$ cat src/source/tile_fabric_pkg.sv
/*
 * Fabric side types: tile id, transaction opcodes and the
 * transaction struct carried on the inter-tile links
 */
`default_nettype none

package tile_fabric_pkg;

    // Tile identifier, top byte of a fabric address
    typedef logic [7:0] t_tile_id;

    //======================================================================
    // Opcodes
    //======================================================================
    typedef enum logic [1:0] {
        WR     = 2'b00, // Write request
        RD     = 2'b01, // Read request
        RD_RSP = 2'b10  // Read response, data back to requester
    } t_fab_op;

    //======================================================================
    // Fabric transaction
    //======================================================================
    // address[31:24] target tile, [23:16] region, [15:0] byte offset
    typedef struct packed {
        logic [31:0] address;
        logic [31:0] data;
        t_fab_op     opcode;
        t_tile_id    requestor_id;          // Who gets the response
        logic [1:0]  next_tile_fifo_arb_id; // Router use only, zero here
    } t_tile_trans;

endpackage

`default_nettype wire

$ cat src/source/trans_fifo.sv
/*
 * Show-ahead FIFO of fabric transactions, circular buffer
 * with occupancy count and full / empty levels
 */
`default_nettype none

module trans_fifo
    import tile_fabric_pkg::*;
#(
    parameter int DEPTH = 2
) (
    input  logic        Clock,
    input  logic        rst_n,
    input  logic        push,
    input  t_tile_trans push_data,
    input  logic        pop,
    output t_tile_trans pop_data,
    output logic        full,
    output logic        empty
);

    localparam int PTR_W = (DEPTH > 1) ? $clog2(DEPTH) : 1;
    localparam int CNT_W = $clog2(DEPTH + 1);

    t_tile_trans       entries [DEPTH]; // Payload, no reset
    logic [PTR_W-1:0]  wr_ptr;
    logic [PTR_W-1:0]  rd_ptr;
    logic [CNT_W-1:0]  count;
    logic              do_push;
    logic              do_pop;

    assign do_pop  = pop && !empty;
    assign do_push = push && (!full || do_pop); // Full + pop frees a slot

    assign full     = (count == CNT_W'(DEPTH));
    assign empty    = (count == '0);
    assign pop_data = entries[rd_ptr]; // Head always visible

    //======================================================================
    // Pointers and count
    //======================================================================
    always_ff @(posedge Clock or negedge rst_n) begin
        if (!rst_n) begin
            wr_ptr <= '0;
            rd_ptr <= '0;
            count  <= '0;
        end else begin
            if (do_push)
                wr_ptr <= (wr_ptr == PTR_W'(DEPTH - 1)) ? '0 : wr_ptr + 1'b1;
            if (do_pop)
                rd_ptr <= (rd_ptr == PTR_W'(DEPTH - 1)) ? '0 : rd_ptr + 1'b1;
            if (do_push && !do_pop)
                count <= count + 1'b1;
            else if (do_pop && !do_push)
                count <= count - 1'b1;
        end
    end

    // Storage write
    always_ff @(posedge Clock) begin
        if (do_push)
            entries[wr_ptr] <= push_data;
    end

endmodule

`default_nettype wire

$ cat config.mk
export PLATFORM = sky130hd
export DESIGN_NAME = trans_fifo
export DESIGN_NICKNAME = d
export VERILOG_FILES = /design/src/source/tile_fabric_pkg.sv /design/src/source/trans_fifo.sv
export SDC_FILE = /design/constraint.sdc
export NUM_CORES = 1
export LEC_CHECK = 0
export BUFFER_PORTS_ARGS = -buffer_cell sky130_fd_sc_hd__buf_4
export CAP_MARGIN = 20
export CORE_UTILIZATION = 49
export CTS_CLUSTER_SIZE = 24
export DETAILED_ROUTE_END_ITERATION = 10
export PLACE_DENSITY_LB_ADDON = 0.25
export SLEW_MARGIN = 40
export SYNTH_ARGS = -nofsm -noshare
export SYNTH_HDL_FRONTEND = slang
export SYNTH_SLANG_ARGS = --single-unit
$ cat constraint.sdc
create_clock -name Clock -period 13.15 [get_ports Clock]
set_input_delay 0 -clock Clock [delete_from_list [all_inputs] [get_ports Clock]]
set_output_delay 0 -clock Clock [all_outputs]
set_load 0.005 [all_outputs]
==> metrics.md <==
| Metric | Value |
|---|---|
| Status | finished with violations |
| Violated checks | design-rule violations |
| H-Tree Depth | 4 |
| Initial core utilization | 0.506 |
| Clock latency on the worst-skew pair | 410 ps |
| Crit path cell chain | buf_4 > mux2_2 > buf_4 |
| Critical path data arrival time | 2420 ps |
| Yosys cell types | 15 |
| Total track usage | 0.195 |
| Hold Path Class | in2reg |
| Fin nets | 588 |
| Startpoint Class | flop |
| RSZ-0062 raised after global routing | no |
| Fmax | 0.413 GHz |
| Largest net degree at the start of global routing | 77 |
| Fraction of synthesized area in multiplexers | 0.166 |
| Sequential element share of the synthesized area | 0.801 |
| Avg Inst Size Synth | 22.7 um2 |
| Seq. cell area | 4670 um2 |
| Final Cycle Share | 0.184 |
| Area of the multi-input gates | 1070 um2 |
| Largest family of logic cells by synthesized area | multiplexers |
| Synth Area in Compound Gates | 0.00236 |
| Final min period | 2420 ps |
| Critical Path Max Stage Delay | 700 ps |
| Total of warnings raised by yosys | 0 |
| Routed via count | 3,211 |
| Final antenna-violating net count | 0 |
| # setup viols final | 0 |
| Clk buf depth | 2 |
| GP Congestion | 0.705 |
| CTS Sinks | 156 |
| WL final | 11,500 um |
| Setup_tns | 0 ps |
| First-pass GRT wire length | 17,800 um |
| Maximum vdd drop | 0.119 mV |
| Crit path max fanout | 52 |
| Layout area overhead | 47.5% |
| Die X | 111 um |
| Seq cells post-synth | 156 |
| Worst Setup End Kind | output port |
| Fin. Hold Viols | 0 |
| Vias per cell | 4.84 |
| Final slew viol count | 0 |
| Syn nets | 338 |
| Post-Place Worst Slack | 11,150 ps |
| Grt ovf | 0 |
| Clock slew at reported path FFs | 70 ps |
| Power density over the cells | 204 nW/um2 |
| Post-CTS setup buffers | 0 |
| Worst Path Required | 13,150 ps |
| # IOs | 158 |
| Post-route setup slack | 10,730 ps |
| Delay-heaviest family, CP | buffers and inverters |
| Slowest stage cell, crit path | dfrtp_4 |
| Area share of fa/ha/maj cells after synthesis | 0.00215 |
| Die Y | 111 um |
| I/O Buffers | 157 |
| Core box area | 11,500 um2 |
| Post-Syn Area | 5820 um2 |
| Slew HR | 0.480 |
| Critical path buffers and inverters | 2 |
| Synth Area in XOR/XNOR | 0.00752 |
| Max Cap Viol | 0 |
| DIE AREA | 12,300 um2 |
| Most frequent CP cell | buf_4 |
| Initial antenna violation count | 0 |
| Share of cells above drive strength 1 | 0.515 |
| Simple-gate share of the synthesized area | 0.00365 |
| Setup CP Type | reg2out |
| DRC | 22 |
| Slew @ Worst Pin | 779 ps |
| Clk_skew | 16.2 ps |
| Vias in the first global route | 3,343 |
| Fill cells | 674 |
| Lkg Pwr | 3.37 nW |
| Rows | 39 |
| Drt first-iter violations | 155 |
| CTS root buf | clkbuf_16 |
| Antenna diodes | 0 |
| DP Wirelength | 6530 um |
| WL/cell | 17.4 um |
| Post-Syn Instances | 257 |
| Drt pass-1 iters | 7 |
| Clock buffer count from CTS | 17 |
| CTS tree | built |
[through the flow]
step	area (um2)	hold WS [ps]	power, mW	instances	utilization
final	8590	314	1.76	663	0.746
after global routing	8590	294	1.83	663	0.746
after CTS	8590	293	1.77	663	0.746
after detailed placement	7140	-199	1.22	551	0.620
after global placement	7130	-200	1.21	551	0.620
after floorplan	5820	-296	1.01	257	-
[layout by cell type (no fill, tap or decap), drive strengths merged]
| cell type | Yosys | final |
|---|---|---|
| o21ai | 2 | 2 |
| clkinv | 0 | 3 |
| inv | 3 | 3 |
| clkbuf | 0 | 24 |
| dlygate4sd3 | 0 | 80 |
| bufinv | 0 | 5 |
| nor2 | 4 | 4 |
| dfrtp | 4 | 4 |
| nand2b | 1 | 1 |
| mux2 | 76 | 76 |
| edfxtp | 152 | 152 |
| xor2 | 2 | 2 |
| buf | 9 | 160 |
| xnor2 | 3 | 3 |
| ha | 1 | 1 |
[state kept, by name (all words and copies together), names as in the netlist]
signal	cells
entries	152
rd_ptr	1
wr_ptr	1
count	2
[report_power, final]
part / leakage, nW / internal [mW] / switching [mW]
sequential: 1.46 / 0.674 / 0.0465
combinational: 1.59 / 0.299 / 0.207
clock: 0.318 / 0.352 / 0.179
total: 3.37 / 1.32 / 0.432
[cell families after synthesis]
| group | count (synthesis) |
|---|---|
| flip-flops | 156 |
| adder cells (fa/ha/maj) | 1 |
| AND/OR/NAND/NOR | 5 |
| multiplexers | 76 |
| buffers and inverters | 12 |
| AO/OA/AOI/OAI | 2 |
| XOR/XNOR | 5 |
[routing by layer]
metal / GRT usage / wire, um / vias to the layer above
met3: 0.0623 / 703 / 10
met2: 0.312 / 5650 / 136
met4: 0.0559 / 102 / 0
li1: - / - / 1512
met1: 0.257 / 5070 / 1553
met5: 0 / 0 / -
[what timing repair did]
action / CTS / global route
hold endpoints to repair: 158 / 0
hold buffers: 80 / 0
resized for setup: 0 / 0
[cell type report]
| class | instances | area share |
|---|---|---|
| flip-flops and latches | 156 | 0.543 |
| repair buffers | 240 | 0.234 |
| multi-input cells | 89 | 0.125 |
| clock buffers | 24 | 0.0561 |
| well taps | 143 | 0.0208 |
| clock inverters | 8 | 0.0192 |
| inverters | 3 | 0.00131 |
[synthesized netlist by cell type]
cell        n  area [um2]
nor2_1      4        15.0
mux2_4     30         450
xnor2_1     3        26.3
inv_1       3        11.3
xor2_1      2        17.5
nand2b_1    1        6.26
edfxtp_1  152        4560
ha_1        1        12.5
buf_2       4        20.0
o21ai_0     1        5.00
mux2_2     46         518
dfrtp_1     4         100
o21ai_2     1        8.76
buf_6       2        22.5
buf_8       3        45.0
[worst paths after layout]
kind                               start  cells past startpoint        endpoint  slack, ps
max in group asynchronous          rst_n                      3          rd_ptr      12430
min in group asynchronous          rst_n                      3        count[1]        520
hold / removal             push_data[45]                      2  entries[0][45]        310
setup reg to reg                count[0]                      4  entries[0][48]      11310
setup / recovery                  rd_ptr                      3     pop_data[9]      10730
hold reg to reg                 count[1]                      1        count[1]        540
(Power assumes the default switching activity.)
