File: config.mk
export PLATFORM = sky130hd
export DESIGN_NAME = f2c_decode
export DESIGN_NICKNAME = d
export VERILOG_FILES = /design/src/source/tile_fabric_pkg.sv /design/src/source/tile_mem_pkg.sv /design/src/source/f2c_decode.sv
export SDC_FILE = /design/constraint.sdc
export NUM_CORES = 1
export LEC_CHECK = 0
export ABC_AREA = 1
export BUFFER_PORTS_ARGS = -buffer_cell sky130_fd_sc_hd__buf_2
export CAP_MARGIN = 20
export CORE_AREA = 3 3 113 115
export DETAILED_ROUTE_END_ITERATION = 12
export DIE_AREA = 0 0 116 118
export HOLD_SLACK_MARGIN = 0.15
export PLACE_DENSITY = 0.52
export SLEW_MARGIN = 10
export SYNTH_ARGS = -nofsm -noshare
export SYNTH_HDL_FRONTEND = slang
export SYNTH_SLANG_ARGS = --single-unit
File: constraint.sdc
create_clock -name Clock -period 1.4 [get_ports Clock]
set_input_delay 0.07 -clock Clock [delete_from_list [all_inputs] [get_ports Clock]]
set_output_delay 0.07 -clock Clock [all_outputs]
set_load 0.03 [all_outputs]
File: src/source/tile_fabric_pkg.sv
/*
 * Fabric side types: tile id, transaction opcodes and the
 * transaction struct carried on the inter-tile links
 */
`default_nettype none

package tile_fabric_pkg;

    // Tile identifier, top byte of a fabric address
    typedef logic [7:0] t_tile_id;

    //======================================================================
    // Opcodes
    //======================================================================
    typedef enum logic [1:0] {
        WR     = 2'b00, // Write request
        RD     = 2'b01, // Read request
        RD_RSP = 2'b10  // Read response, data back to requester
    } t_fab_op;

    //======================================================================
    // Fabric transaction
    //======================================================================
    // address[31:24] target tile, [23:16] region, [15:0] byte offset
    typedef struct packed {
        logic [31:0] address;
        logic [31:0] data;
        t_fab_op     opcode;
        t_tile_id    requestor_id;          // Who gets the response
        logic [1:0]  next_tile_fifo_arb_id; // Router use only, zero here
    } t_tile_trans;

endpackage

`default_nettype wire

File: src/source/tile_mem_pkg.sv
/*
 * Tile memory map: region field position, region bounds
 * and the core data memory request struct
 */
`default_nettype none

package tile_mem_pkg;

    //======================================================================
    // Memory map
    //======================================================================
    localparam int MSB_REGION = 23; // Region field inside the address
    localparam int LSB_REGION = 16;

    // Hit is strictly above floor and strictly below roof
    localparam int I_MEM_REGION_FLOOR = 0; // Region 1 only
    localparam int I_MEM_REGION_ROOF  = 2;
    localparam int D_MEM_REGION_FLOOR = 1; // Regions 2 and 3
    localparam int D_MEM_REGION_ROOF  = 4;

    //======================================================================
    // Core data memory port
    //======================================================================
    typedef struct packed {
        logic [31:0] address; // Byte address
        logic [31:0] wr_data;
        logic [3:0]  byte_en; // One bit per byte lane
        logic        wr_en;   // Store when set, load otherwise
    } t_core_dmem_req;

endpackage

`default_nettype wire

File: src/source/f2c_decode.sv
/*
 * Fabric to core decode: region hit, memory write enables,
 * read tracking and RD_RSP build toward the response FIFO
 */
`default_nettype none

module f2c_decode
    import tile_fabric_pkg::*;
    import tile_mem_pkg::*;
(
    input  logic        Clock,
    input  logic        rst_n,
    input  t_tile_id    local_tile_id,
    // Incoming fabric transaction
    input  logic        in_fabric_valid,
    input  t_tile_trans in_fabric,
    // Port B read data, one cycle after the address
    input  logic [31:0] imem_q,
    input  logic [31:0] dmem_q,
    // Port B controls
    output logic [31:0] mem_address,
    output logic [31:0] mem_wr_data,
    output logic        imem_wren,
    output logic        dmem_wren,
    // Response FIFO push
    output logic        rsp_push,
    output t_tile_trans rsp_trans
);

    logic [7:0]  region;
    logic        imem_hit;
    logic        dmem_hit;
    logic        is_wr;
    logic        is_rd;
    logic        rd_imem_hit; // Hit selection of the pending read
    logic        rd_dmem_hit;
    logic [31:0] rd_rsp_addr; // Reply address of the pending read
    logic [31:0] rsp_data;

    //======================================================================
    // Request cycle
    //======================================================================
    assign region = in_fabric.address[MSB_REGION:LSB_REGION];

    // Instruction memory first, data memory only on a miss there
    assign imem_hit = (region > I_MEM_REGION_FLOOR) && (region < I_MEM_REGION_ROOF);
    assign dmem_hit = !imem_hit &&
                      (region > D_MEM_REGION_FLOOR) && (region < D_MEM_REGION_ROOF);

    assign is_wr = in_fabric_valid && (in_fabric.opcode == WR);
    assign is_rd = in_fabric_valid && (in_fabric.opcode == RD);

    assign mem_address = in_fabric.address; // Wrapper slices the word index
    assign mem_wr_data = in_fabric.data;
    assign imem_wren   = is_wr && imem_hit;
    assign dmem_wren   = is_wr && dmem_hit;

    // Track the read into the next cycle
    always_ff @(posedge Clock or negedge rst_n) begin
        if (!rst_n) begin
            rsp_push    <= 1'b0;
            rd_imem_hit <= 1'b0;
            rd_dmem_hit <= 1'b0;
        end else begin
            rsp_push    <= is_rd; // Push lands while memory data is out
            rd_imem_hit <= is_rd && imem_hit;
            rd_dmem_hit <= is_rd && dmem_hit;
        end
    end

    // Reply goes back to the requester tile
    always_ff @(posedge Clock) begin
        if (is_rd)
            rd_rsp_addr <= {in_fabric.requestor_id, in_fabric.address[23:0]};
    end

    //======================================================================
    // Response cycle
    //======================================================================
    always_comb begin
        if (rd_imem_hit)
            rsp_data = imem_q;
        else if (rd_dmem_hit)
            rsp_data = dmem_q;
        else
            rsp_data = '0; // Unmapped region reads zero
    end

    // Stored by the response FIFO at the end of this cycle
    always_comb begin
        rsp_trans.address               = rd_rsp_addr;
        rsp_trans.data                  = rsp_data;
        rsp_trans.opcode                = RD_RSP;
        rsp_trans.requestor_id          = local_tile_id; // Responder is this tile
        rsp_trans.next_tile_fifo_arb_id = '0;
    end

endmodule

`default_nettype wire

==> results.md <==
Clocking:
- Once the clock tree was built, the setup fixing pass inserted 0 buffers.
- The TritonCTS clock tree is done.
- The number of buffers created by CTS is 5.
- CTS built an H-tree with a depth of 2.
- In this run the deepest clock path goes through 2 buffers.
- CTS placed an instance of sky130_fd_sc_hd__clkbuf_16 at the clock tree root.
- CTS saw 35 sinks.
- Clock-pin slew was measured on the worst setup and hold paths at approximately 50 ps.

Yosys:
- The per-instance average area after synthesis is 9.18 sq um.
- The number of flip-flops and latches in the synthesized netlist is 35.
- The count of cell types in the netlist is 14.
- The combined area of all synthesized cells is roughly 2200 sq um.
- For this run, the number of Yosys warnings is 0.
- After technology mapping, the gate count stands at 239.
- The share of the Yosys chip area taken by registers is 0.472.

STA:
- Static timing analysis puts the maximum clock frequency at 0.748 GHz.
- The number of pins exceeding their max-slew limit in the final report was 0.
- The final number of hold-violating endpoints is 0.
- The setup-violating endpoint count in the final report is 0.
- The final setup TNS is 0 ps.
- In the finished design, the share of the clock period the worst path needs comes to 0.955.
- The clock period minus worst slack is 1340 ps.

Worst hold path:
- The launch point of the worst hold path is in_fabric[63].
- The tightest min-delay check is of the primary input to flip-flop type.
- Along the worst hold path, the cell count comes to 6.

Pwr:
- For this design the total switching power over the nets is 876 uW.
- The clock network power share is 0.338.
- The design draws 3.03 mW.
- The ratio of total power to cell area is 782 nW/um^2.
- Across the VDD grid, the largest voltage drop is 0.00118 V.
- The leakage component of the power is 1.95 nW.
- The combinational share of power is 0.265.
- The register share of total power is 0.398.
- The cell internal power dissipation is approximately 2.2 mW.
- Of the total power, the share spent switching nets is 0.289.

Place:
- Detailed placement ended at an HPWL of 6.27 mm.
- At the end of routability-driven placement, the weighted congestion stood at 0.771.
- Port buffering added about 190 buffers.
- In this run the cell area measured after placement is 2750 sq um.

Final layout:
- The final instance area is 3880 sq um.
- The number of antenna diodes is 0.
- In the final design database the tool counted between 500 and 600 nets.
- The area overhead of the layout relative to synthesis is 76.8%.
- Of the cells placed in the final design, the portion with a size suffix greater than 1 is 0.467.
- The count of fill cells added during filler insertion is ~1200.

Drt:
- The via density per instance is 3.95.
- The post-route antenna net violation count is 0.
- Detailed routing inserted a total of 2338 vias.
- The final wirelength is 8.72 mm.
- The count of TritonRoute iterations in the first routing pass is 4.
- For this block, the initial DRC count from the detailed router was 91.
- The routed length per instance is 14.7 um.
- The DRC violations left is 0.

Worst setup path:
- In this run the worst path has a maximum fanout of 9.
- The data arrival time at the worst-slack endpoint is around 1300 ps.
- The slowest cell on the critical path is sky130_fd_sc_hd__dfrtp_2.
- The worst setup path is launched from a flip-flop.
- The critical path starts at rd_imem_hit.
- The worst setup path is captured at a primary output.
- Counting both buffers and inverters, the worst setup path holds a total of 3.
- In this design, the stage delay of the slowest critical-path cell is 440 ps.
- The critical path runs through a total of 5 cells.
- The required time of the worst setup path is ~1300 ps.
- The critical path start-end classification is flip-flop to primary output.
- The critical path's top delay family is flip-flops.
- Traced cell by cell, the critical path runs through clkinv_4, clkbuf_16, nand3_1, nand2_1, buf_2.

Run:
- The max capacitance violation total is 0.

Floorplan:
- The die covers 13700 sq um.
- The number of rows in the core area is 40.
- Pin placement for this block handled 294 I/O pins.
- The width of the chip is 116 um.
- The floorplan step defined a core boundary enclosing between 10000 and 15000 sq um.
- The starting utilization of the core area is 0.184.
- The die height is 118 um.

Global route:
- The layer flagged by global routing as most heavily used is met2.
- The global-route total usage across every layer is 0.117.
- The first-pass GRT wire length is approximately 13 mm.
- The overall overflow remaining after global route is 0.
- The global-route met3 utilization is 0.0427.
- The met2 global-route usage is 0.212.
- Entering global routing, the biggest net connects 34 pins.
- The initial antenna violation count is 0.
- The met1 routing resource usage after global routing is 0.120.
- The via count of the first global-routing pass is about 2500.

Outcome:
- The flow ran to the end, and the final reports show no timing, DRC or antenna violations.
[cell usage in the layout, fill, tap and decap left out, drive strengths merged, types with 4 or more instances in the layout]
cell type and n:
conb 4, edfxtp 32, inv 4, nor2 9
clkbuf 14, nand3 33, buf 189, dlygate4sd3 84
nand2 67
[layer usage]
metal  vias to the layer above  wire, um
met1                      1038      3030
met4                         0       170
met3                        11      1070
met2                       190      4450
met5                         -         0
li1                       1099         -
[Yosys cell counts]
master / instances / share of area
sky130_fd_sc_hd__nor2_1: 9 / 0.015
sky130_fd_sc_hd__buf_2: 3 / 0.0068
sky130_fd_sc_hd__nand3_2: 1 / 0.0046
sky130_fd_sc_hd__buf_6: 7 / 0.036
sky130_fd_sc_hd__nand3_1: 32 / 0.073
sky130_fd_sc_hd__inv_1: 4 / 0.0068
sky130_fd_sc_hd__edfxtp_1: 32 / 0.44
sky130_fd_sc_hd__inv_2: 1 / 0.0017
sky130_fd_sc_hd__conb_1: 2 / 0.0034
sky130_fd_sc_hd__buf_4: 76 / 0.26
sky130_fd_sc_hd__dfrtp_1: 3 / 0.034
sky130_fd_sc_hd__and2_1: 1 / 0.0029
sky130_fd_sc_hd__nand4_1: 1 / 0.0029
sky130_fd_sc_hd__nand2_1: 67 / 0.11
[tightest hold or removal path, cell delays in order]
cell                      delay, ps
sky130_fd_sc_hd__buf_2          100
sky130_fd_sc_hd__nor2_1          50
sky130_fd_sc_hd__inv_1           40
sky130_fd_sc_hd__nor2_1          30
sky130_fd_sc_hd__nand2_1         70
sky130_fd_sc_hd__nor2_1          40
[cell families after synthesis]
family	after synthesis	share of synthesized area
and+or+nand+nor	111	0.213
DFF	35	0.472
other	2	0.00342
buffers and inverters	91	0.311
[final timing paths]
check,slack [ps],end
setup / recovery,60,rsp_trans[20]
hold / removal,170,rd_imem_hit
max in group asynchronous,520,rd_imem_hit
min in group asynchronous,710,rsp_push
[cell type report]
cell class	instances	area [sq um]	area share
flip-flops and latches	35	1040	0.267
multi-input cells	115	490	0.126
inverters	5	23.8	0.00613
well taps	147	184	0.0474
clock inverters	2	7.51	0.00193
repair buffers	282	2010	0.518
clock buffers	6	129	0.0332
[flip-flops by register name, indices dropped and copies added, names as in the netlist]
register,count
rd_dmem_hit,1
rd_imem_hit,1
rsp_push,1
rd_rsp_addr,32
[timing repair]
| item | CTS | global route |
|---|---|---|
| endpoints found under the setup margin | 15 | 32 |
| hold endpoints to repair | 85 | 0 |
| pin swaps | 0 | 1 |
| hold buffers | 85 | 0 |
| resized for setup | 6 | 48 |
| cloned | 0 | 1 |
[stage by stage]
stage               cells   util  setup slack [ps]  hold slack [ps]
CTS                   592  0.315            -0.551              165
floorplan             241      -               155             -226
global placement      499  0.231               268             -128
finish                592  0.326              63.4              169
detailed placement    499  0.231               262             -127
global route          592  0.326            -0.254              209
[power groups by stage]
stage / Combinational, mW / Sequential, mW / Clock, mW
after floorplan: 0.429 / 1.32 / 0
after global placement: 0.454 / 1.23 / 0
after detailed placement: 0.454 / 1.23 / 0
after CTS: 0.801 / 1.21 / 1.05
after global routing: 0.850 / 1.21 / 1.09
final: 0.803 / 1.21 / 1.02
Power figures use the tool's default switching activity.
