===== src/source/tile_fabric_pkg.sv =====
/*
 * Fabric side types: tile id, transaction opcodes and the
 * transaction struct carried on the inter-tile links
 */
`default_nettype none

package tile_fabric_pkg;

    // Tile identifier, top byte of a fabric address
    typedef logic [7:0] t_tile_id;

    //======================================================================
    // Opcodes
    //======================================================================
    typedef enum logic [1:0] {
        WR     = 2'b00, // Write request
        RD     = 2'b01, // Read request
        RD_RSP = 2'b10  // Read response, data back to requester
    } t_fab_op;

    //======================================================================
    // Fabric transaction
    //======================================================================
    // address[31:24] target tile, [23:16] region, [15:0] byte offset
    typedef struct packed {
        logic [31:0] address;
        logic [31:0] data;
        t_fab_op     opcode;
        t_tile_id    requestor_id;          // Who gets the response
        logic [1:0]  next_tile_fifo_arb_id; // Router use only, zero here
    } t_tile_trans;

endpackage

`default_nettype wire


===== src/source/fabric_out_arb.sv =====
/*
 * Round-robin arbiter between response FIFO and core request
 * FIFO, drives one transaction per cycle onto the outgoing link
 */
`default_nettype none

module fabric_out_arb
    import tile_fabric_pkg::*;
(
    input  logic        Clock,
    input  logic        rst_n,
    // FIFO heads
    input  t_tile_trans rsp_head,
    input  t_tile_trans req_head,
    input  logic        rsp_empty,
    input  logic        req_empty,
    // Pops back to the FIFOs
    output logic        rsp_pop,
    output logic        req_pop,
    // Outgoing link, never stalls
    output t_tile_trans out_fabric,
    output logic        out_fabric_valid
);

    logic prio_rsp; // Responses first when set
    logic both_waiting;
    logic grant_rsp;
    logic grant_req;

    assign both_waiting = !rsp_empty && !req_empty;

    //======================================================================
    // Grant
    //======================================================================
    assign grant_rsp = !rsp_empty && (req_empty || prio_rsp);
    assign grant_req = !req_empty && !grant_rsp;

    assign rsp_pop          = grant_rsp;
    assign req_pop          = grant_req;
    assign out_fabric_valid = !rsp_empty || !req_empty;

    always_comb begin
        if (grant_rsp)
            out_fabric = rsp_head;
        else if (grant_req)
            out_fabric = req_head;
        else
            out_fabric = '0; // Idle link
    end

    // Flip priority only on contention
    always_ff @(posedge Clock or negedge rst_n) begin
        if (!rst_n)
            prio_rsp <= 1'b1;
        else if (both_waiting)
            prio_rsp <= !prio_rsp;
    end

endmodule

`default_nettype wire


===== config.mk =====
export PLATFORM = sky130hd
export DESIGN_NAME = fabric_out_arb
export DESIGN_NICKNAME = d
export VERILOG_FILES = /design/src/source/tile_fabric_pkg.sv /design/src/source/fabric_out_arb.sv
export SDC_FILE = /design/constraint.sdc
export NUM_CORES = 1
export LEC_CHECK = 0
export BUFFER_PORTS_ARGS = -buffer_cell sky130_fd_sc_hd__clkbuf_2
export CORE_AREA = 5 5 88 90
export DETAILED_ROUTE_END_ITERATION = 12
export DIE_AREA = 0 0 93 95
export SLEW_MARGIN = 15
export SYNTH_ARGS = -nofsm -noshare
export SYNTH_HDL_FRONTEND = slang
export SYNTH_SLANG_ARGS = --single-unit

===== constraint.sdc =====
create_clock -name Clock -period 1.6 [get_ports Clock]
set_input_delay 0.16 -clock Clock [delete_from_list [all_inputs] [get_ports Clock]]
set_output_delay 0.16 -clock Clock [all_outputs]
set_load 0.005 [all_outputs]

==> flow_metrics.env, run 1 <==
export IMPL_max_flop_register="prio_rsp"
export IMPL_routabilityCongestion=0.759
export IMPL_grt_overflow_total=0
export IMPL_rsz0062_at_grt="no"
export IMPL_finish_utilization_pct=31.3
export IMPL_largest_register_ffs=1
export IMPL_whs_ns=0.0981
export IMPL_report_final_slew_viol_count=0
export IMPL_ir_drop_uv=625
export IMPL_powerDensity_nw_per_um2=634
export IMPL_synth_common_cells="a32o_1, buf_2, buf_6"
export IMPL_synthTopCellsByArea="a32o_1, buf_6, buf_2"
export IMPL_yosysTopAreaCell="a32o_1"
export IMPL_ys_seq_area_share_pct=2.62
export IMPL_slew_headroom_pct=78.6
export IMPL_drtIter0Drc=50
export IMPL_synth_cell_types=12
export IMPL_post_cts_buffers=0
export IMPL_ys_flop_type="dfstp_2"
export IMPL_path_clk_slew_ns=0
export IMPL_layout_nets=480
export IMPL_wire_per_inst_um=15.2
export IMPL_finalSetupTns_ns=0
export IMPL_yosysMostFrequentCell="a32o_1"
export IMPL_io_pins=235
export IMPL_port_buffers=234
export IMPL_critical_path_class="flop to output pin"
export IMPL_min_path_type="primary input to asynchronous set/reset pin"
export IMPL_worst_pin_slew_ns=0.322
export IMPL_arrival_ns=1.28
export IMPL_synthesis_area_um2=1000
export IMPL_synthCells=110
export IMPL_p_leak_uw=0.00122
export IMPL_yosysWarningCount=0
export IMPL_grt_max_degree=78
export IMPL_drc=0
export IMPL_period_needed_ns=1.44
export IMPL_status="finished clean"
export IMPL_dieHeight_um=95
export IMPL_layout_cells_non_filler=404
export IMPL_hpwl_mm=4.97
export IMPL_setup_worst_path_start_class="flop"
export IMPL_grt_pass1_vias=1948
export IMPL_power_frac_clock_pct=0
export IMPL_synth_seq_cells=1
export IMPL_post_cts_resized=0
export IMPL_syn_to_final_growth_pct=118
export IMPL_internal_power_uw=744
export IMPL_avgSynthCellArea_um2=9.13
export IMPL_p_sw_uw=641
export IMPL_drive_above_1_share_pct=75.2
export IMPL_cap_violations=0
export IMPL_required_ns=1.44
export IMPL_antenna_found_initial=0
export IMPL_synth_edff_count=0
export IMPL_viasPerCell=4.94
export IMPL_crit_fanout=44
export IMPL_synth_async_reset_ratio_pct=100
export IMPL_reg_top3="prio_rsp (1)"
export IMPL_dieArea_um2=8840
export IMPL_drt_first_pass_iters=4
export IMPL_die_w_um=93
export IMPL_clock_skew_ns=0
export IMPL_fin_crit_sh_pct=90.2
export IMPL_wl_mm=6.13
export IMPL_setup_viol=0
export IMPL_synth_top_area_share_pct=75.7
export IMPL_clk_latency_ns=0
export IMPL_via_count=1995
export IMPL_track_usage_pct=11.6
export IMPL_pwr_share_seq_pct=4.5
export IMPL_initial_core_util_pct=14.4
export IMPL_fmax_ghz=0.693
export IMPL_ant_nets=0
export IMPL_num_rows=31
export IMPL_crit_path_end_kind="output pin"
export IMPL_p_comb_share_pct=95.5
export IMPL_n_antenna_cell=0
export IMPL_grt_pass1_wl_mm=8.90
export IMPL_hold_viol=0
export IMPL_swShare_pct=46.3
export IMPL_syn_num_nets=266
export IMPL_hold_buffers=0
export IMPL_core_um2=6980
export IMPL_place_inst=404
cell type report:
cell class	count	area (um^2)
repair buffers	238	1250
multi-input cells	82	802
well taps	82	103
flip-flops and latches	1	26.3
fillers	734	4800
inverters	1	3.75
worst max-delay path, stage by stage (launching register included):
cell and delay (ns):
dfstp_2 0.53, o21ba_2 0.22, buf_12 0.23, a32o_1 0.17
clkbuf_2 0.12
power by group through the flow:
stage | clock [uW] | combinational (uW) | sequential [uW]
global placement | 0 | 1320 | 61.2
finish | 0 | 1320 | 62.8
detailed placement | 0 | 1330 | 63.6
global route | 0 | 1450 | 64.9
floorplan | 0 | 769 | 58.1
CTS | 0 | 1340 | 63.6
worst paths after layout:
| kind | depth (start not counted) | endpoint | slack (ns) | startpoint |
|---|---|---|---|---|
| max in group asynchronous | 1 | prio_rsp | 1.48 | rst_n |
| min reg2reg | 1 | prio_rsp | 0.53 | prio_rsp |
| max reg2reg | 1 | prio_rsp | 0.84 | prio_rsp |
| max | 4 | out_fabric[0] | 0.16 | prio_rsp |
| min in group Clock | 3 | prio_rsp | 0.46 | rsp_empty |
| min | 1 | prio_rsp | 0.1 | rst_n |
metal layers:
metal  track usage, %  vias to the layer above  share of wire [%]
met3             2.31                        0                 13
met5                0                        -                  0
met1             13.9                      891                 37
li1                 -                      957                  -
met4                0                        0                  0
met2             22.7                      147                 50
cell usage in the layout (no fill, tap or decap), drive strengths merged:
| cell | Yosys | routed |
|---|---|---|
| inv | 1 | 1 |
| nand2 | 1 | 1 |
| xor2 | 1 | 1 |
| buf | 22 | 4 |
| dfstp | 1 | 1 |
| clkbuf | 4 | 234 |
| o21ba | 1 | 1 |
| and2 | 1 | 1 |
| nor2 | 1 | 1 |
| a32o | 76 | 76 |
| nand2b | 1 | 1 |
kinds of logic (layout without fill, tap and decap cells):
| logic type | Yosys count | after routing | share of synthesized area (%) |
|---|---|---|---|
| AO/OA/AOI/OAI | 77 | 77 | 76.7 |
| XOR/XNOR | 1 | 1 | 0.872 |
| buffers and inverters | 27 | 239 | 17.8 |
| flip-flops | 1 | 1 | 2.62 |
| AND/OR/NAND/NOR | 4 | 4 | 1.99 |
metrics by stage:
stage          setup slack (ns)  cell area, um^2  total power [uW]
6_report                  0.157             2190              1390
5_1_grt                   0.111             2190              1520
4_1_cts                   0.147             2190              1400
3_5_place_dp              0.148             2190              1400
3_3_place_gp              0.180             2190              1380
2_1_floorplan             0.227             1000               827
(Power assumes the default switching activity.)
==> inputs of run 2 (changes only) <==
--- a/config.mk
+++ b/config.mk
@@ -10,4 +10,6 @@
 export DETAILED_ROUTE_END_ITERATION = 12
 export DIE_AREA = 0 0 93 95
+export REMOVE_ABC_BUFFERS = 1
+export SKIP_CTS_REPAIR_TIMING = 1
 export SLEW_MARGIN = 15
 export SYNTH_ARGS = -nofsm -noshare
==> constraint.sdc (replaced) <==
create_clock -name Clock -period 1.6 [get_ports Clock]
set_input_delay 0.16 -clock Clock [delete_from_list [all_inputs] [get_ports Clock]]
set_output_delay 0.16 -clock Clock [all_outputs]
set_load 0.1 [all_outputs]
==> run 2 against run 1 <==
Effect of this change: sequential power up 0.8%; wire length up 18%; worst hold slack gained 0.0072 ns; via count is 2.7% higher; register-to-register slack got worse by 0.03 ns; worst setup slack got worse by 0.13 ns; maximum frequency shrank 8.1%; clock skew is the same; first-iteration DRC count up 50%; sequential cell count unchanged; power increased to 3.9 times the previous value; critical path depth unchanged; critical path type unchanged; critical endpoint is now out_fabric[55].
==> flow_metrics.env, run 2 (synthesis results as in run 1) <==
export IMPL_period_needed_ns=1.57
export IMPL_dr_wl_met2_mm=4.06
export IMPL_via_count=2049
export IMPL_io_pins=235
export IMPL_status="finished clean"
export IMPL_final_cell_area_um2=3400
export IMPL_drive_above_1_share_pct=76.6
export IMPL_setup_worst_path_start_class="flop"
export IMPL_num_rows=31
export IMPL_critical_path_class="flop to output pin"
export IMPL_slew_headroom_pct=64.2
export IMPL_rsz0062_at_grt="no"
export IMPL_ir_drop_uv=981
export IMPL_powerDensity_nw_per_um2=1590
export IMPL_die_w_um=93
export IMPL_viasPerCell=5.03
export IMPL_grt_pass1_wl_mm=10.8
export IMPL_drc=0
export IMPL_required_ns=1.44
export IMPL_final_cell_mix="clkbuf_2, buf_12, a32o_1, a32o_2, buf_4"
export IMPL_routabilityCongestion=0.873
export IMPL_dieArea_um2=8840
export IMPL_r2r_slack_ns=0.81
export IMPL_largest_register_ffs=1
export IMPL_initial_core_util_pct=14.4
export IMPL_p_sw_uw=3490
export IMPL_fmax_ghz=0.637
export IMPL_swShare_pct=64.7
export IMPL_worst_path_max_delay_cell="dfstp_2"
export IMPL_path_clk_slew_ns=0
export IMPL_clk_latency_ns=0
export IMPL_layout_nets=483
export IMPL_port_buffers=234
export IMPL_crit_path_start="prio_rsp"
export IMPL_fin_crit_sh_pct=98.2
export IMPL_setup_viol=0
export IMPL_worst_pin_slew_ns=0.540
export IMPL_max_flop_register="prio_rsp"
export IMPL_crit_top_cell="buf_12"
export IMPL_wl_mm=7.26
export IMPL_min_path_type="primary input to asynchronous set/reset pin"
export IMPL_report_final_slew_viol_count=0
export IMPL_crit_path_end_kind="output pin"
export IMPL_wire_per_inst_um=17.8
export IMPL_finalSetupTns_ns=0
export IMPL_topRoutingLayerUsed="met4"
export IMPL_finish_utilization_pct=48.7
export IMPL_antenna_found_initial=0
export IMPL_whs_ns=0.105
export IMPL_p_comb_share_pct=98.8
export IMPL_syn_to_final_growth_pct=238
export IMPL_power_frac_clock_pct=0
export IMPL_r2r_start="prio_rsp"
export IMPL_wl_met3_um=604
export IMPL_track_usage_pct=14.6
export IMPL_grt_pass1_vias=2154
export IMPL_arrival_ns=1.41
export IMPL_grt_overflow_total=0
export IMPL_ant_nets=0
export IMPL_internal_power_uw=1910
export IMPL_hpwl_mm=6.26
export IMPL_grt_max_degree=46
export IMPL_drtIter0Drc=75
export IMPL_path_cells="o21ba_2, buf_12, a32o_1, buf_12"
export IMPL_reg_top3="prio_rsp (1)"
export IMPL_dieHeight_um=95
export IMPL_cp_slowest_stage_delay_ns=0.53
export IMPL_p_leak_uw=0.00162
export IMPL_pwr_share_seq_pct=1.2
export IMPL_clock_skew_ns=0
export IMPL_crit_fanout=41
export IMPL_drt_first_pass_iters=5
export IMPL_core_um2=6980
export IMPL_drt_met1_wl_mm=2.51
export IMPL_n_antenna_cell=0
export IMPL_hold_viol=0
export IMPL_cap_violations=0
export IMPL_layout_commonest_cell="clkbuf_2"
export IMPL_postPlaceCellArea_um2=3390
-- run 2: changes by cell type in the layout (fill, tap and decap cells not counted) --
cell	previous run	this run
buf_12	4	83
a32o_1	76	72
clkbuf_2	234	156
buf_4	0	2
a32o_2	0	4
-- run 2: worst max-delay path: cells and delay by family, from the launching register on --
kind                   cells  cell delay (ns)
flip-flops                 1             0.53
AO/OA/AOI/OAI              2             0.44
buffers and inverters      2             0.41
-- run 2: power by group through the flow --
stage / clock [uW] / sequential [uW] / combinational, uW
2_1_floorplan: 0 / 58.1 / 3230
3_3_place_gp: 0 / 62.3 / 5310
3_5_place_dp: 0 / 63.8 / 5350
4_1_cts: 0 / 63.6 / 5360
5_1_grt: 0 / 65.0 / 5470
6_report: 0 / 63.3 / 5330
-- run 2: layout make-up --
cell class / instances / area [um^2]
tap: 82 / 103
sequential: 1 / 26.3
timing repair buffer: 241 / 2460
multi-input combinational: 82 / 807
fill: 620 / 3580
inverter: 1 / 3.75
-- run 2: per-layer routing --
metal  GRT usage, %  vias to the layer above
li1               -                      964
met2           28.6                      105
met4           1.59                        0
met1           16.5                      972
met5              0                        -
met3           3.11                        8
-- run 2: per-stage QoR --
stage	total power, uW	std cells	setup WS, ns
2_1_floorplan	3290	84	-2.10
3_3_place_gp	5370	407	0.0276
3_5_place_dp	5410	407	0.00153
4_1_cts	5420	407	-0.00591
5_1_grt	5530	407	0.00371
6_report	5400	407	0.0295
-- run 2: worst paths after layout --
path,depth (start not counted),to
min in group Clock,3,prio_rsp
worst max-delay path,4,out_fabric[55]
worst max register to register,1,prio_rsp
worst min-delay path,1,prio_rsp
max in group asynchronous,1,prio_rsp
worst min register to register,1,prio_rsp
==> inputs of run 3 (changes only) <==
CELL_PAD_IN_SITES_DETAIL_PLACEMENT = 2   (was not set)
CELL_PAD_IN_SITES_GLOBAL_PLACEMENT = 2   (was not set)
CORE_AREA = not set   (was 5 5 88 90)
CORE_MARGIN = 5   (was not set)
CORE_UTILIZATION = 10   (was not set)
DIE_AREA = not set   (was 0 0 93 95)
PLACE_DENSITY_LB_ADDON = 0.1   (was not set)
==> run 3 against run 2 <==
Effect of this change: worst hold slack got worse by 0.0077 ns; largest cell class unchanged; die area rose by 38%; global-route usage down 0.43 points; combinational power barely moved; via count rose by 3.5%; critical endpoint is now out_fabric[38]; utilization is 13 points lower; sequential power increased by 3.8%; highest routed layer unchanged; power grew 0.59%; maximum frequency grew 1.1%.
==> flow_metrics.env, run 3 (synthesis results as in run 1) <==
export IMPL_status="finished clean"
export IMPL_viasPerCell=4.63
export IMPL_drc=0
export IMPL_dieHeight_um=110
export IMPL_arrival_ns=1.39
export IMPL_powerDensity_nw_per_um2=1570
export IMPL_clock_skew_ns=0
export IMPL_rsz0062_at_grt="no"
export IMPL_drtIter0Drc=115
export IMPL_layout_nets=483
export IMPL_crit_fanout=57
export IMPL_cap_violations=0
export IMPL_antenna_found_initial=0
export IMPL_p_leak_uw=0.00161
export IMPL_ir_drop_uv=736
export IMPL_dieArea_um2=12200
export IMPL_num_rows=36
export IMPL_crit_buf_inv=2
export IMPL_wl_mm=9.36
export IMPL_crit_top_cell="buf_12"
export IMPL_r2r_start="prio_rsp"
export IMPL_setup_worst_path_end="out_fabric[38]"
export IMPL_critical_path_class="flop to output pin"
export IMPL_path_depth=4
export IMPL_crit_path_start="prio_rsp"
export IMPL_max_flop_register="prio_rsp"
export IMPL_path_clk_slew_ns=0
export IMPL_required_ns=1.44
export IMPL_track_usage_pct=14.1
export IMPL_via_count=2121
export IMPL_path_cells="nand2b_2, buf_12, a32o_1, buf_12"
export IMPL_drt_first_pass_iters=4
export IMPL_largest_register_ffs=1
export IMPL_ant_nets=0
export IMPL_layout_commonest_cell="clkbuf_2"
export IMPL_hold_viol=0
export IMPL_worst_path_max_delay_cell="dfstp_2"
export IMPL_rr_endpoint="prio_rsp"
export IMPL_core_um2=9770
export IMPL_nFillCells=1083
export IMPL_die_w_um=110
export IMPL_slew_headroom_pct=62.7
export IMPL_finish_utilization_pct=35.4
export IMPL_period_needed_ns=1.55
export IMPL_n_antenna_cell=0
export IMPL_initial_core_util_pct=10.3
export IMPL_setup_viol=0
export IMPL_fmax_ghz=0.644
export IMPL_setup_worst_path_start_class="flop"
export IMPL_io_pins=235
export IMPL_clk_latency_ns=0
export IMPL_multiInputGateArea_um2=810
export IMPL_hpwl_mm=7.85
export IMPL_report_final_slew_viol_count=0
export IMPL_min_path_type="primary input to asynchronous set/reset pin"
export IMPL_layout_cells_non_filler=458
export IMPL_r2r_slack_ns=0.82
export IMPL_reg_top3="prio_rsp (1)"
export IMPL_finalSetupTns_ns=0
export IMPL_final_cell_mix="clkbuf_2, buf_12, a32o_1, buf_4"
export IMPL_drive_above_1_share_pct=75.7
export IMPL_cp_slowest_stage_delay_ns=0.54
export IMPL_grt_pass1_wl_mm=13.6
export IMPL_syn_to_final_growth_pct=245
export IMPL_worst_pin_slew_ns=0.561
export IMPL_cp_top_family="flip-flops"
export IMPL_crit_path_end_kind="output pin"
export IMPL_routabilityCongestion=0.695
export IMPL_grt_overflow_total=0
export IMPL_place_inst=458
export IMPL_reg2reg_depth=1
export IMPL_fin_crit_sh_pct=97.1
export IMPL_regArea_um2=26.3
export IMPL_p_total_uw=5430
export IMPL_grt_pass1_vias=2438
export IMPL_port_buffers=234
export IMPL_grt_max_degree=58
export IMPL_wire_per_inst_um=20.4
-- run 3: worst min-delay path by stage --
stage,endpoint,slack (ns),cells past startpoint
after floorplan,prio_rsp,0.01,0
after global placement,prio_rsp,0.10,1
after detailed placement,prio_rsp,0.10,1
after CTS,prio_rsp,0.10,1
after global routing,prio_rsp,0.11,1
final,prio_rsp,0.1,1
-- run 3: report_power, final --
group	internal, uW	switching (uW)	leakage (uW)
logic	1850	3510	0.00160
registers	48.9	16.8	0.0000105
clock network	0	0	0
-- run 3: per-stage QoR --
stage               setup WS (ns)  cell area [um^2]  hold WS (ns)
finish                     0.0472              3460        0.0976
global route              0.00152              3460         0.110
CTS                       0.00745              3460         0.101
detailed placement         0.0169              3460         0.101
global placement           0.0375              3460         0.103
floorplan                   -2.10               830        0.0122
-- run 3: final cells by class --
| type | count | share of cell area [%] |
|---|---|---|
| timing repair buffer | 241 | 71.0 |
| multi-input combinational | 82 | 23.4 |
| tap | 133 | 4.80 |
| sequential | 1 | 0.759 |
| inverter | 1 | 0.108 |
-- run 3: layer usage --
layer	up-vias	track usage, %	part of all wire, %
met5	-	0	0
met4	0	0.704	0.72
met3	4	3.09	7.4
met2	92	29.1	59
met1	1063	15.2	33
li1	962	-	-
